File: config.mk
export PLATFORM = sky130hd
export DESIGN_NAME = wb_bridge
export DESIGN_NICKNAME = d
export VERILOG_FILES = /design/src/rtl/soc_bus_pkg.sv /design/src/rtl/wb_bridge.sv
export VERILOG_INCLUDE_DIRS = /design/src /design/src/include
export SDC_FILE = /design/constraint.sdc
export NUM_CORES = 1
export LEC_CHECK = 0
export BUFFER_PORTS_ARGS = -buffer_cell sky130_fd_sc_hd__buf_2
export CAP_MARGIN = 5
export CORE_MARGIN = 2
export CORE_UTILIZATION = 25
export DETAILED_ROUTE_END_ITERATION = 6
export GPL_ROUTABILITY_DRIVEN = 0
export SLEW_MARGIN = 40
export SYNTH_ARGS = -nofsm -noshare
export SYNTH_HDL_FRONTEND = slang
export SYNTH_SLANG_ARGS = --single-unit
export TNS_END_PERCENT = 100
File: constraint.sdc
create_clock -name clk -period 10.8 [get_ports clk]
set_clock_uncertainty 0.1 [all_clocks]
set_input_delay 2.16 -clock clk [delete_from_list [all_inputs] [get_ports clk]]
set_output_delay 2.16 -clock clk [all_outputs]
set_load 0.01 [all_outputs]
File: src/include/soc_bus_defines.svh
`ifndef SOC_BUS_DEFINES_SVH
`define SOC_BUS_DEFINES_SVH

// on-chip data RAM, 32-bit words
`define SOC_RAM_WORDS 1024

// word index width, log2 of SOC_RAM_WORDS
`define SOC_RAM_IDX_W 10

// ram spans 0 .. 4*SOC_RAM_WORDS-1
// everything from here upward goes to the wishbone bridge
`define SOC_WB_BASE 32'h1000_0000

// gap between ram and wishbone space is unmapped
// and reads back as zero

// core reset held this many clk edges after resetn rises
`define SOC_POR_CYCLES 16

`endif

File: src/rtl/soc_bus_pkg.sv
`default_nettype none

package soc_bus_pkg;

`include "soc_bus_defines.svh"

   // native bus fields
   typedef logic [31:0] addr_t;     // byte address
   typedef logic [31:0] data_t;
   typedef logic [3:0]  strb_t;     // all zero means read

   // one bit per interrupt line
   typedef logic [31:0] irq_vec_t;

   typedef logic [`SOC_RAM_IDX_W-1:0] ram_idx_t;

   // wishbone bridge states
   typedef enum logic [1:0]
   {
      WB_IDLE,
      WB_BUSY,
      WB_DONE
   } wb_state_e;

endpackage

`default_nettype wire

File: src/rtl/wb_bridge.sv
`timescale 1ns/1ps
`default_nettype none

module wb_bridge
(
   input  logic               clk,
   input  logic               resetn,
   input  logic               sel_i,
   input  soc_bus_pkg::addr_t addr_i,
   input  soc_bus_pkg::data_t wdata_i,
   input  soc_bus_pkg::strb_t wstrb_i,
   output logic               ready_o,
   output soc_bus_pkg::data_t rdata_o,
   output logic               wb_cyc_o,
   output logic               wb_stb_o,
   output logic               wb_we_o,
   output soc_bus_pkg::addr_t wb_adr_o,
   output soc_bus_pkg::data_t wb_dat_o,
   output soc_bus_pkg::strb_t wb_sel_o,
   input  logic               wb_ack_i,
   input  soc_bus_pkg::data_t wb_dat_i
);

   import soc_bus_pkg::*;

   wb_state_e state_q;
   logic      start;
   logic      acked;

   assign start = (state_q == WB_IDLE) && sel_i;
   assign acked = (state_q == WB_BUSY) && wb_ack_i;

   always_ff @(posedge clk or negedge resetn)
   begin
      if (!resetn)
      begin
         state_q <= WB_IDLE;
      end
      else
      begin
         case (state_q)
            WB_IDLE: if (start) state_q <= WB_BUSY;
            WB_BUSY: if (acked) state_q <= WB_DONE;
            WB_DONE: state_q <= WB_IDLE;   // one cycle of ready
            default: state_q <= WB_IDLE;
         endcase
      end
   end

   // request latched once, held for the whole cycle
   always_ff @(posedge clk)
   begin
      if (start)
      begin
         wb_adr_o <= addr_i;
         wb_dat_o <= wdata_i;
         wb_we_o  <= |wstrb_i;
         wb_sel_o <= (|wstrb_i) ? wstrb_i : 4'hf;   // reads fetch whole word
      end
      if (acked)
         rdata_o <= wb_dat_i;
   end

   assign wb_cyc_o = (state_q == WB_BUSY);
   assign wb_stb_o = (state_q == WB_BUSY);
   assign ready_o  = (state_q == WB_DONE);

endmodule

`default_nettype wire

==> impl_summary.md, run 1 <==
Worst hold path
The worst min-delay path class is reg -> reg. The worst hold path startpoint is state_q[1]$_DFFE_PN0P_. The path with the worst hold slack has its endpoint at state_q[0]$_DFFE_PN0P_. The depth of the worst hold-timing path is 1.

Placed design
The number of placed instances with taps included is 499. Detailed placement ended at an HPWL of 5516 um. The count of buffers added on input and output ports is 207.

Global route
The total congestion overflow is 0. The wire length of the first global-routing pass is 9853 um. The overall global routing resource usage is 10.03%. The pin count of the biggest net entering global routing is 44. The via count of the first global-routing pass is 1959. The number of antenna violations at the first check in global routing came to 0.

Power
The leakage power of the design is 1.950 nW. Per report_power, the sequential group accounts for 56.4% of the total. VDD sags by at most 0.00006495 V.

In this run the power density over the cells is 192.2 nW/um^2. In this run the power spent charging and discharging nets is 0.0002088 W. Combinational logic burns 12.9% of the power.

Net switching is 23.14% of the power. The share of total power dissipated in the clock network is 30.7%. The total internal power is 0.0006935 W.

Final layout
The fraction of final layout cells with drive strength greater than 1 is 65.00%. Leaving out fill and tap cells, the most frequent cells in the layout are 207 x buf_2, 101 x edfxtp_1, 9 x clkbuf_16. The antenna cell count is 0. From synthesis to final layout, the design area changed by 47.37%. The finished layout holds 512 standard cells, fillers aside. After filler insertion, the fill cell instance count of the layout stands at 1223. The net count of the finished layout is 442. The leading cell type in the layout, fill and taps excluded is buf_2.

Floorplan
The die covers 13660 sq um. The floorplan step set the die height to 116.9 um. For this configuration, the core starts out at a cell density of 25.45%. Row generation in the floorplan step produced 41 rows. The core region is 12520 sq um. In this run the count of I/O pins placed on the die edge is 208.

The die width is 116.9 um.

Routing
The remaining antenna violation count after routing is 0. Detailed routing inserted a total of 1929 vias. The total wire length is 7157 um. In this run, the number of DRC markers left after iteration 0 of detailed routing was 88.

After detailed routing, the number of remaining DRC violations is 0. In the final routed layout, each cell accounts on average for 13.98 um. The first-pass iteration count of the detailed router is 4. The ratio of routed vias to standard cells is 3.768.

Worst setup path
Of all nets on the critical path, the largest fanout is 43. The number of cells on the worst reg-to-reg path is 3. The endpoint identified for the worst register-to-register timing path is wb_dat_o[11]$_DFFE_PP_. The data arrival time of the critical path is 3.56 ns. The critical path data required time is 10.68 ns.

The internal reg-to-reg setup slack is 8.52 ns. The type of element capturing the critical path is a flip-flop. The worst setup path is of the in -> reg kind. In this run the critical register-to-register path is launched from state_q[0]$_DFFE_PN0P_. The worst setup path is launched from a primary input.

Clocking
TritonCTS built the clock tree. The quantity of hold-fixing buffers added after cts is 0. The longest clock path from root to sink contains 2 buffers. The number of buffers created by CTS is 9. The number of H-tree branching levels is 3.

Buffers added to address setup during post-CTS repair amount to 0. The tree is rooted in a clkbuf_16. The clock sink count is 103. The post-cts repair resize count is 0. Clock-pin slew was measured on the worst setup and hold paths at 0.06 ns. At the later pin of the worst-skew pair, clock insertion delay measures 0.34 ns.

Yosys
Synthesis instantiated 10 different standard cells from the library. The Yosys warning count is 0. After synthesis the cells add up to 3186 sq um. The average instance in the mapped netlist occupies 26.77 sq um. The sequential cell area fraction in the yosys report is 96.78%.

The synthesized instance count is 119. The post-synthesis net count is 223. The number of register bits inferred by synthesis is 103.

Status
The flow ran to the end, and the final reports show no timing, DRC or antenna violations.

STA
Setup violations remaining at the end of the flow were counted as 0. After routing, the total negative slack on setup checks comes to 0 ns. Setup repair after global routing left no endpoint under its margin. The fmax is 272.0 MHz. The final-report max-slew violation count is 0. The share of the clock period used by the worst path is 34.05%.

The number of endpoints with negative hold slack in the final report came to 0. The routed design could run at a clock period as short as 3.677 ns. For the pin with the worst max-slew slack, the measured transition is 0.7657 ns. The worst pin sits at a relative slew slack of 48.83%.

Job
The count of max-cap constraint violations is 0.
-- per-stage QoR --
step | total power, W | utilization, % | setup slack (ns) | cell area [sq um] | hold WS [ns]
4_1_cts | 0.0009165 | 37.51 | 7.082 | 4695 | 0.4294
5_1_grt | 0.0009435 | 37.51 | 6.969 | 4695 | 0.4651
3_3_place_gp | 0.0006346 | 35.57 | 6.743 | 4452 | 0.4013
6_report | 0.0009023 | 37.51 | 7.123 | 4695 | 0.4241
2_1_floorplan | 0.0005710 | - | 5.095 | 3186 | 0.3360
3_5_place_dp | 0.0006378 | 35.57 | 6.707 | 4452 | 0.4186
-- power by group through the flow --
stage | clock network (W) | registers (W) | logic [W]
6_report | 0.000277 | 0.000509 | 0.000117
5_1_grt | 0.000301 | 0.000513 | 0.000129
4_1_cts | 0.000287 | 0.000510 | 0.000120
3_5_place_dp | 0 | 0.000518 | 0.000120
3_3_place_gp | 0 | 0.000516 | 0.000118
2_1_floorplan | 0 | 0.000545 | 0.0000262
-- cells in the mapped netlist, drive strengths merged --
cell type | count | area [sq um]
nor2 | 1 | 3.750
o21bai | 4 | 30.03
edfxtp | 101 | 3033
and2 | 2 | 12.51
or2 | 3 | 18.77
nor2b | 2 | 12.51
a21oi | 1 | 5.000
dfrtp | 2 | 50.05
nand2b | 2 | 12.51
buf | 1 | 7.510
-- kinds of logic after synthesis --
group	share of synthesized area [%]
flip-flops	96.78
buffers and inverters	0.2358
AND/OR/NAND/NOR	1.885
AO/OA/AOI/OAI	1.100
-- flip-flops by register name, summed over array words and instances (netlist names) --
| register | cells |
|---|---|
| state_q | 2 |
| wb_dat_o | 32 |
| wb_adr_o | 32 |
| rdata_o | 32 |
| wb_sel_o | 4 |
| wb_we_o | 1 |
-- metal layers --
metal  global-route usage [%]  share of wire, %  vias to the layer above
met4                    6.824               2.6                        0
met5                        0                 0                        -
met3                    3.605               7.1                       10
met2                    16.45                53                       86
li1                         -                 -                      906
met1                    10.89                38                      927
-- worst max-delay path, stage by stage --
cell      delay, ns
buf_2          0.08
nand2b_1       0.09
nor2_4         0.60
buf_4          0.58
-- how the worst max path moves through the flow --
stage / startpoint / end / slack [ns] / depth (start not counted)
2_1_floorplan: sel_i / wb_adr_o[0]$_DFFE_PP_ / 5.09 / 2
5_1_grt: sel_i / wb_dat_o[11]$_DFFE_PP_ / 6.97 / 4
3_5_place_dp: sel_i / wb_adr_o[17]$_DFFE_PP_ / 6.71 / 4
4_1_cts: sel_i / wb_dat_o[21]$_DFFE_PP_ / 7.08 / 4
6_report: sel_i / wb_dat_o[11]$_DFFE_PP_ / 7.12 / 4
3_3_place_gp: sel_i / wb_adr_o[17]$_DFFE_PP_ / 6.74 / 4
-- cell type report --
type	instances	area, sq um	share of cell area [%]
flip-flops and latches	103	3083	65.67
repair buffers	209	1051	22.39
well taps	172	215.2	4.584
clock inverters	3	13.76	0.2932
multi-input cells	15	102.6	2.185
clock buffers	10	229.0	4.877
No activity file was read; power rests on OpenSTA's default activity.
==> inputs of run 2 (changes only) <==
clock period = 3.6 ns   (was 10.8 ns; I/O delays follow)
==> impl_summary.md, run 2 (same netlist as run 1, synthesis figures left out) <==
STA
The setup TNS after final layout is 0 ns (unchanged). The transition at the pin with the smallest max-transition slack is 0.4727 ns (-0.2930 ns). The number of endpoints with negative hold slack in the final report is 0 (unchanged).

The final worst slack is 1.609 ns (-5.514 ns). The number of endpoints failing setup at the final stage is 0 (unchanged). The headroom to the max-slew limit is 68.49% (+20 points). The fmax is 502.2 MHz. The final-report max-slew violation count is 0 (unchanged). The share of the clock period used by the worst path is 55.31%.

Counting I/O delays and the setup requirement, the final critical path takes 1.991 ns. Setup repair after global routing left no endpoint under its margin.

Clocking
The maximum root-to-sink buffer count is 2 (unchanged). The number of buffers created by CTS was 9 (unchanged). The post-CTS setup-driven buffer insertion count is 0 (unchanged). The quantity of hold-fixing buffers added after cts came to 0 (unchanged). The clock latency of the later-clocked register in the worst-skew pair is 0.34 ns (about the same). The post-cts repair resize count is 0 (unchanged). TritonCTS built the clock tree. The post-CTS clock slew at the launch and capture registers of the worst setup and hold paths is 0.06 ns (about the same). The clock sink count is 103 (unchanged). The root buffer selected by CTS is clkbuf_16.

The number of H-tree branching levels is 3 (unchanged).

Floorplan
The number of placed I/O pins is 208 (unchanged). The area enclosed by the die boundary was 13660 sq um (unchanged). The total core area is 12520 sq um (unchanged). The vertical die dimension was 116.9 um (unchanged).

The count of standard-cell rows is 41 (unchanged). The die width is 116.9 um (unchanged). The starting density of the core is 25.45% (unchanged).

Worst setup path
Walking the worst path, the cells encountered are nor2b_1, buf_2. The data arrival time of the critical path is 1.17 ns (-2.39 ns). The worst setup path is launched from a flip-flop. The critical path in this run is classified as reg -> out. The type of element capturing the critical path is a primary output.

The beginning of the critical path is state_q[1]$_DFFE_PN0P_. The launch point of the worst reg-to-reg path is state_q[1]$_DFFE_PN0P_. The critical path data required time is 2.78 ns (-7.90 ns). The biggest cell delay along the critical path is 0.43 ns (-0.17 ns). The largest driver fanout on the critical path is 4 (-91%). The sum of buffers and inverters on the critical path is 1 (-1). Among cell families on the critical path, the largest total delay comes from flip-flops. The cell type of the slowest stage on the worst timing path is dfrtp_1.

Placed design
The count of port buffers added during placement was 207 (unchanged). The HPWL reported at the end of detailed placement is 5593 um (+1.4%). The pre-CTS setup slack is 1.672 ns (-5.035 ns).

Global route
The via count of the first global-routing pass is 1835 (-6.3%). The pin count of the biggest net entering global routing came to 38 (-14%). The overall global routing resource usage is 10.15% (+0.13 points).

The wire length of the first global-routing pass was 9901 um (+0.49%). The number of antenna violations at the first check in global routing came to 0 (unchanged). The total congestion overflow is 0 (unchanged).

Worst hold path
The worst min-delay path class is in -> async.

Final layout
The library cell used most frequently in the layout, excluding fill and tap cells, is buf_2. The growth of design area from synthesis to finish is 47.76%. The antenna cell count is 0 (unchanged). The fill cell instance count of the final layout was 1226 (+0.25%). The final layout net count is 443 (+0.23%). The largest registers in the layout are rdata_o (32), wb_adr_o (32), wb_dat_o (32). The fraction of final layout cells with drive strength greater than 1 is 64.14% (-0.86 points). In the layout the commonest cells are 207 x buf_2, 101 x edfxtp_1, 9 x clkbuf_16.

Power
The worst vdd rail ir drop is 0.0003055 V (+370%). The leakage power of the design came to 1.953 nW (+0.14%). The power density over the cells is 577.7 nW/um^2 (+200%).

Routing
The total wire length is 7205 um (+0.67%). The average wire per standard cell was 13.99 um (about the same). The remaining antenna violation count after routing is 0 (unchanged).

The ratio of routed vias to standard cells is 3.755 (-0.32%). The DRC violation count after routing came to 0 (unchanged). The number of DRC markers in iteration 0 was 85 (-3.4%). The first-pass iteration count of the detailed router is 4 (unchanged).

The total number of vias is 1934 (+0.26%).

Job
The count of max-cap constraint violations came to 0 (unchanged).

Status
The run finished with clean final reports.
-- run 2: cell count changes in the layout (fill, tap and decap cells not counted), sizes merged --
cell / delta
buf: +1
clkbuf: +2
-- run 2: per-layer routing --
metal | track usage, % | vias up | wire (um)
li1 | - | 910 | -
met1 | 11.47 | 913 | 2666
met2 | 15.95 | 99 | 3684
met3 | 4.428 | 12 | 679
met4 | 6.118 | 0 | 175
met5 | 0 | - | 0
-- run 2: path summary, 6_finish.rpt --
path,depth (start not counted),slack [ns],to
max in group asynchronous,1,3.25,state_q[0]$_DFFE_PN0P_
max reg2reg,3,1.95,rdata_o[5]$_DFFE_PP_
min,1,0.06,state_q[1]$_DFFE_PN0P_
min in group clk,1,0.44,state_q[0]$_DFFE_PN0P_
min reg2reg,1,0.44,state_q[0]$_DFFE_PN0P_
max,2,1.61,wb_cyc_o
-- run 2: final cells by class --
cell class / count / area [sq um] / share of cell area (%)
clock buffer: 12 / 236.5 / 5.024
tap: 172 / 215.2 / 4.572
multi-input combinational: 15 / 102.6 / 2.180
timing repair buffer: 210 / 1059 / 22.49
sequential: 103 / 3083 / 65.50
clock inverter: 3 / 11.26 / 0.2392
-- run 2: power by group --
group | leakage (nW) | switching (W) | internal (W)
clock network | 0.119 | 0.000382 | 0.000458
logic | 0.866 | 0.000217 | 0.000138
registers | 0.968 | 0.0000324 | 0.00149
total | 1.95 | 0.000630 | 0.00209
-- run 2: per-stage QoR --
step / hold WS (ns) / power (W) / utilization (%) / cells / area [sq um]
2_1_floorplan: 0.3244 / 0.001708 / - / 119 / 3188
3_3_place_gp: 0.4058 / 0.001906 / 35.63 / 500 / 4459
3_5_place_dp: 0.4097 / 0.001918 / 35.63 / 500 / 4459
4_1_cts: 0.03764 / 0.002769 / 37.61 / 515 / 4707
5_1_grt: 0.03304 / 0.002856 / 37.61 / 515 / 4707
6_report: 0.05583 / 0.002719 / 37.61 / 515 / 4707
==> inputs of run 3 (changes only) <==
clock period = 2.07 ns   (was 3.6 ns; I/O delays follow)
==> impl_summary.md, run 3 (same netlist as run 1, synthesis figures left out) <==
STA
The number of endpoints failing setup at the final stage is 0 (unchanged). The transition at the pin with the smallest max-transition slack came to 0.3837 ns (-0.08897 ns). The headroom to the max-slew limit is 74.42% (+5.9 points). The post-layout minimum cycle time is 1.654 ns. The number of endpoints with negative hold slack in the final report is 0 (unchanged).

The share of the clock period used by the worst path is 79.92%. Setup repair after global routing left no endpoint under its margin. The final-report max-slew violation count is 0 (unchanged).

The setup TNS after final layout is 0 ns (unchanged). Timing would allow up to 604.5 MHz.

Worst setup path
The signal on the critical path passes through nor2b_1, buf_2. The critical path startpoint category is a flip-flop. The worst setup path is captured at a primary output.

The internal reg-to-reg setup slack was 0.48 ns (-1.47 ns). The launch point of the worst reg-to-reg path is state_q[1]$_DFFE_PN0P_. The critical path data required time is 1.56 ns (-1.22 ns). The cell type of the slowest stage on the worst timing path is dfrtp_1. The largest driver fanout on the critical path is 4 (unchanged). The biggest cell delay along the critical path is 0.43 ns (about the same).

The data arrival time of the critical path is 1.14 ns (-0.03 ns). The worst setup path category is reg -> out. The destination of the worst register-to-register timing path is rdata_o[14]$_DFFE_PP_. The worst reg-to-reg path cell count is 3 (unchanged).

Routing
The DRC violation count after routing is 0 (unchanged). The average wire per standard cell was 13.60 um (-2.8%). The first-pass iteration count of the detailed router is 4 (unchanged). The total number of vias was 1971 (+1.9%). The ratio of routed vias to standard cells is 3.827 (+1.9%). The number of DRC markers in iteration 0 was 104 (+22%). The total wire length came to 7006 um (-2.8%).

The remaining antenna violation count after routing is 0 (unchanged).

Floorplan
The total core area is 12520 sq um (unchanged). The starting density of the core was 25.45% (unchanged). The vertical die dimension is 116.9 um (unchanged). The number of placed I/O pins came to 208 (unchanged).

The die width is 116.9 um (unchanged). The area enclosed by the die boundary was 13660 sq um (unchanged). The count of standard-cell rows is 41 (unchanged).

Global route
The via count of the first global-routing pass was 1906 (+3.9%). The overall global routing resource usage was 9.921% (-0.23 points). The wire length of the first global-routing pass was 9563 um (-3.4%). The total congestion overflow was 0 (unchanged). The number of antenna violations at the first check in global routing is 1 (+1). The pin count of the biggest net entering global routing is 70 (+84%).

Worst hold path
The worst min-delay path class is in -> reg. The depth of the worst hold-timing path is 1. The worst min-delay path endpoint is wb_adr_o[30]$_DFFE_PP_.

The worst hold path begins at addr_i[30].

Final layout
The leading cell type in the layout, fill and taps excluded is buf_2. The growth of design area from synthesis to finish is 50.20%. The fraction of final layout cells with drive strength greater than 1 is 65.31% (+1.2 points).

The final design instance area without fill is 4785 sq um (+1.6%). The final layout net count is 443 (unchanged). The antenna cell count is 0 (unchanged). The filler-free cell count of the finished design was 515 (unchanged). The top cell types in the final layout, fill and taps aside, are 207 x buf_2, 101 x edfxtp_1, 9 x clkbuf_16.

In the final layout, the registers with the most flip-flops are rdata_o (32), wb_adr_o (32), wb_dat_o (32).

Placed design
The instance area at placement was 4472 sq um (+0.28%). The HPWL reported at the end of detailed placement is 5251 um (-6.1%). The count of port buffers added during placement is 207 (unchanged).

The number of placed instances with taps included is 499 (-0.20%).

Job
The count of max-cap constraint violations came to 0 (unchanged).

Clocking
The clock latency of the later-clocked register in the worst-skew pair is 0.33 ns (about the same). The number of H-tree branching levels is 3 (unchanged). The clock sink count is 103 (unchanged).

The post-CTS clock slew at the launch and capture registers of the worst setup and hold paths is 0.07 ns (about the same). The post-cts repair resize count is 0 (unchanged). The root buffer selected by CTS is clkbuf_16. TritonCTS built the clock tree. The maximum root-to-sink buffer count was 2 (unchanged). The number of buffers created by CTS is 9 (unchanged). The post-CTS setup-driven buffer insertion count is 0 (unchanged).

Status
The flow ran to the end, and the final reports show no timing, DRC or antenna violations.

Power
The power density over the cells is 1046 nW/um^2 (+81%). The total power was 0.005004 W (+84%). The leakage power of the design is 1.990 nW (+1.9%). The worst vdd rail ir drop is 0.0004212 V (+38%).
[run 3: cell count changes in the layout (fill, tap and decap cells not counted)]
cell and delta:
buf_12 +1, clkinv_2 +2, nand2b_1 -1, buf_4 -2
clkbuf_1 -2, bufinv_16 +2, nand2b_4 +1, clkinv_1 -2
dlygate4sd3_1 +1
[run 3: where the power goes]
group          switching (W)  total, W  internal (W)
logic               0.000375  0.000627      0.000252
clock network       0.000676   0.00172       0.00104
registers          0.0000612   0.00266       0.00260
[run 3: worst max-delay path by stage]
| stage | endpoint | startpoint | cells after the start |
|---|---|---|---|
| floorplan | wb_adr_o[0]$_DFFE_PP_ | state_q[0]$_DFFE_PN0P_ | 2 |
| global route | wb_cyc_o | state_q[1]$_DFFE_PN0P_ | 2 |
| detailed placement | rdata_o[8]$_DFFE_PP_ | state_q[1]$_DFFE_PN0P_ | 3 |
| finish | wb_cyc_o | state_q[1]$_DFFE_PN0P_ | 2 |
| CTS | wb_cyc_o | state_q[1]$_DFFE_PN0P_ | 2 |
| global placement | rdata_o[18]$_DFFE_PP_ | state_q[1]$_DFFE_PN0P_ | 3 |
[run 3: cell type report]
cell class	instances	area, sq um
Timing Repair Buffer	210	1074
Multi-Input combinational cell	15	110.1
Clock inverter	5	73.82
Sequential cell	103	3083
Fill cell	1179	7732
Tap cell	172	215.2
Clock buffer	10	229.0
[run 3: what timing repair did]
action / 4_1_cts / 5_1_grt
endpoints found under the hold margin: 2 / 0
hold buffers: 1 / 0
setup endpoints to repair: 0 / 0
[run 3: metal layers]
metal  GRT usage (%)  vias up  share of wire [%]
met5               0        -               0.19
met4           6.118        2                2.4
met3           6.385       13                 16
met2           14.84      154                 44
met1           10.46      896                 38
li1                -      906                  -
[run 3: through the flow]
stage | hold slack (ns) | utilization, % | worst slack (ns)
3_5_place_dp | 0.1048 | 35.73 | 0.4765
5_1_grt | 0.1294 | 38.22 | 0.3069
2_1_floorplan | 0.01841 | - | -0.009130
4_1_cts | 0.1234 | 38.22 | 0.3804
3_3_place_gp | 0.09980 | 35.73 | 0.5051
6_report | 0.1466 | 38.22 | 0.4156
[run 3: critical path, delay by kind of cell (launching register included)]
kind	cells	cell delay, ns
AND/OR/NAND/NOR	1	0.20
buffers and inverters	1	0.17
flip-flops	1	0.43
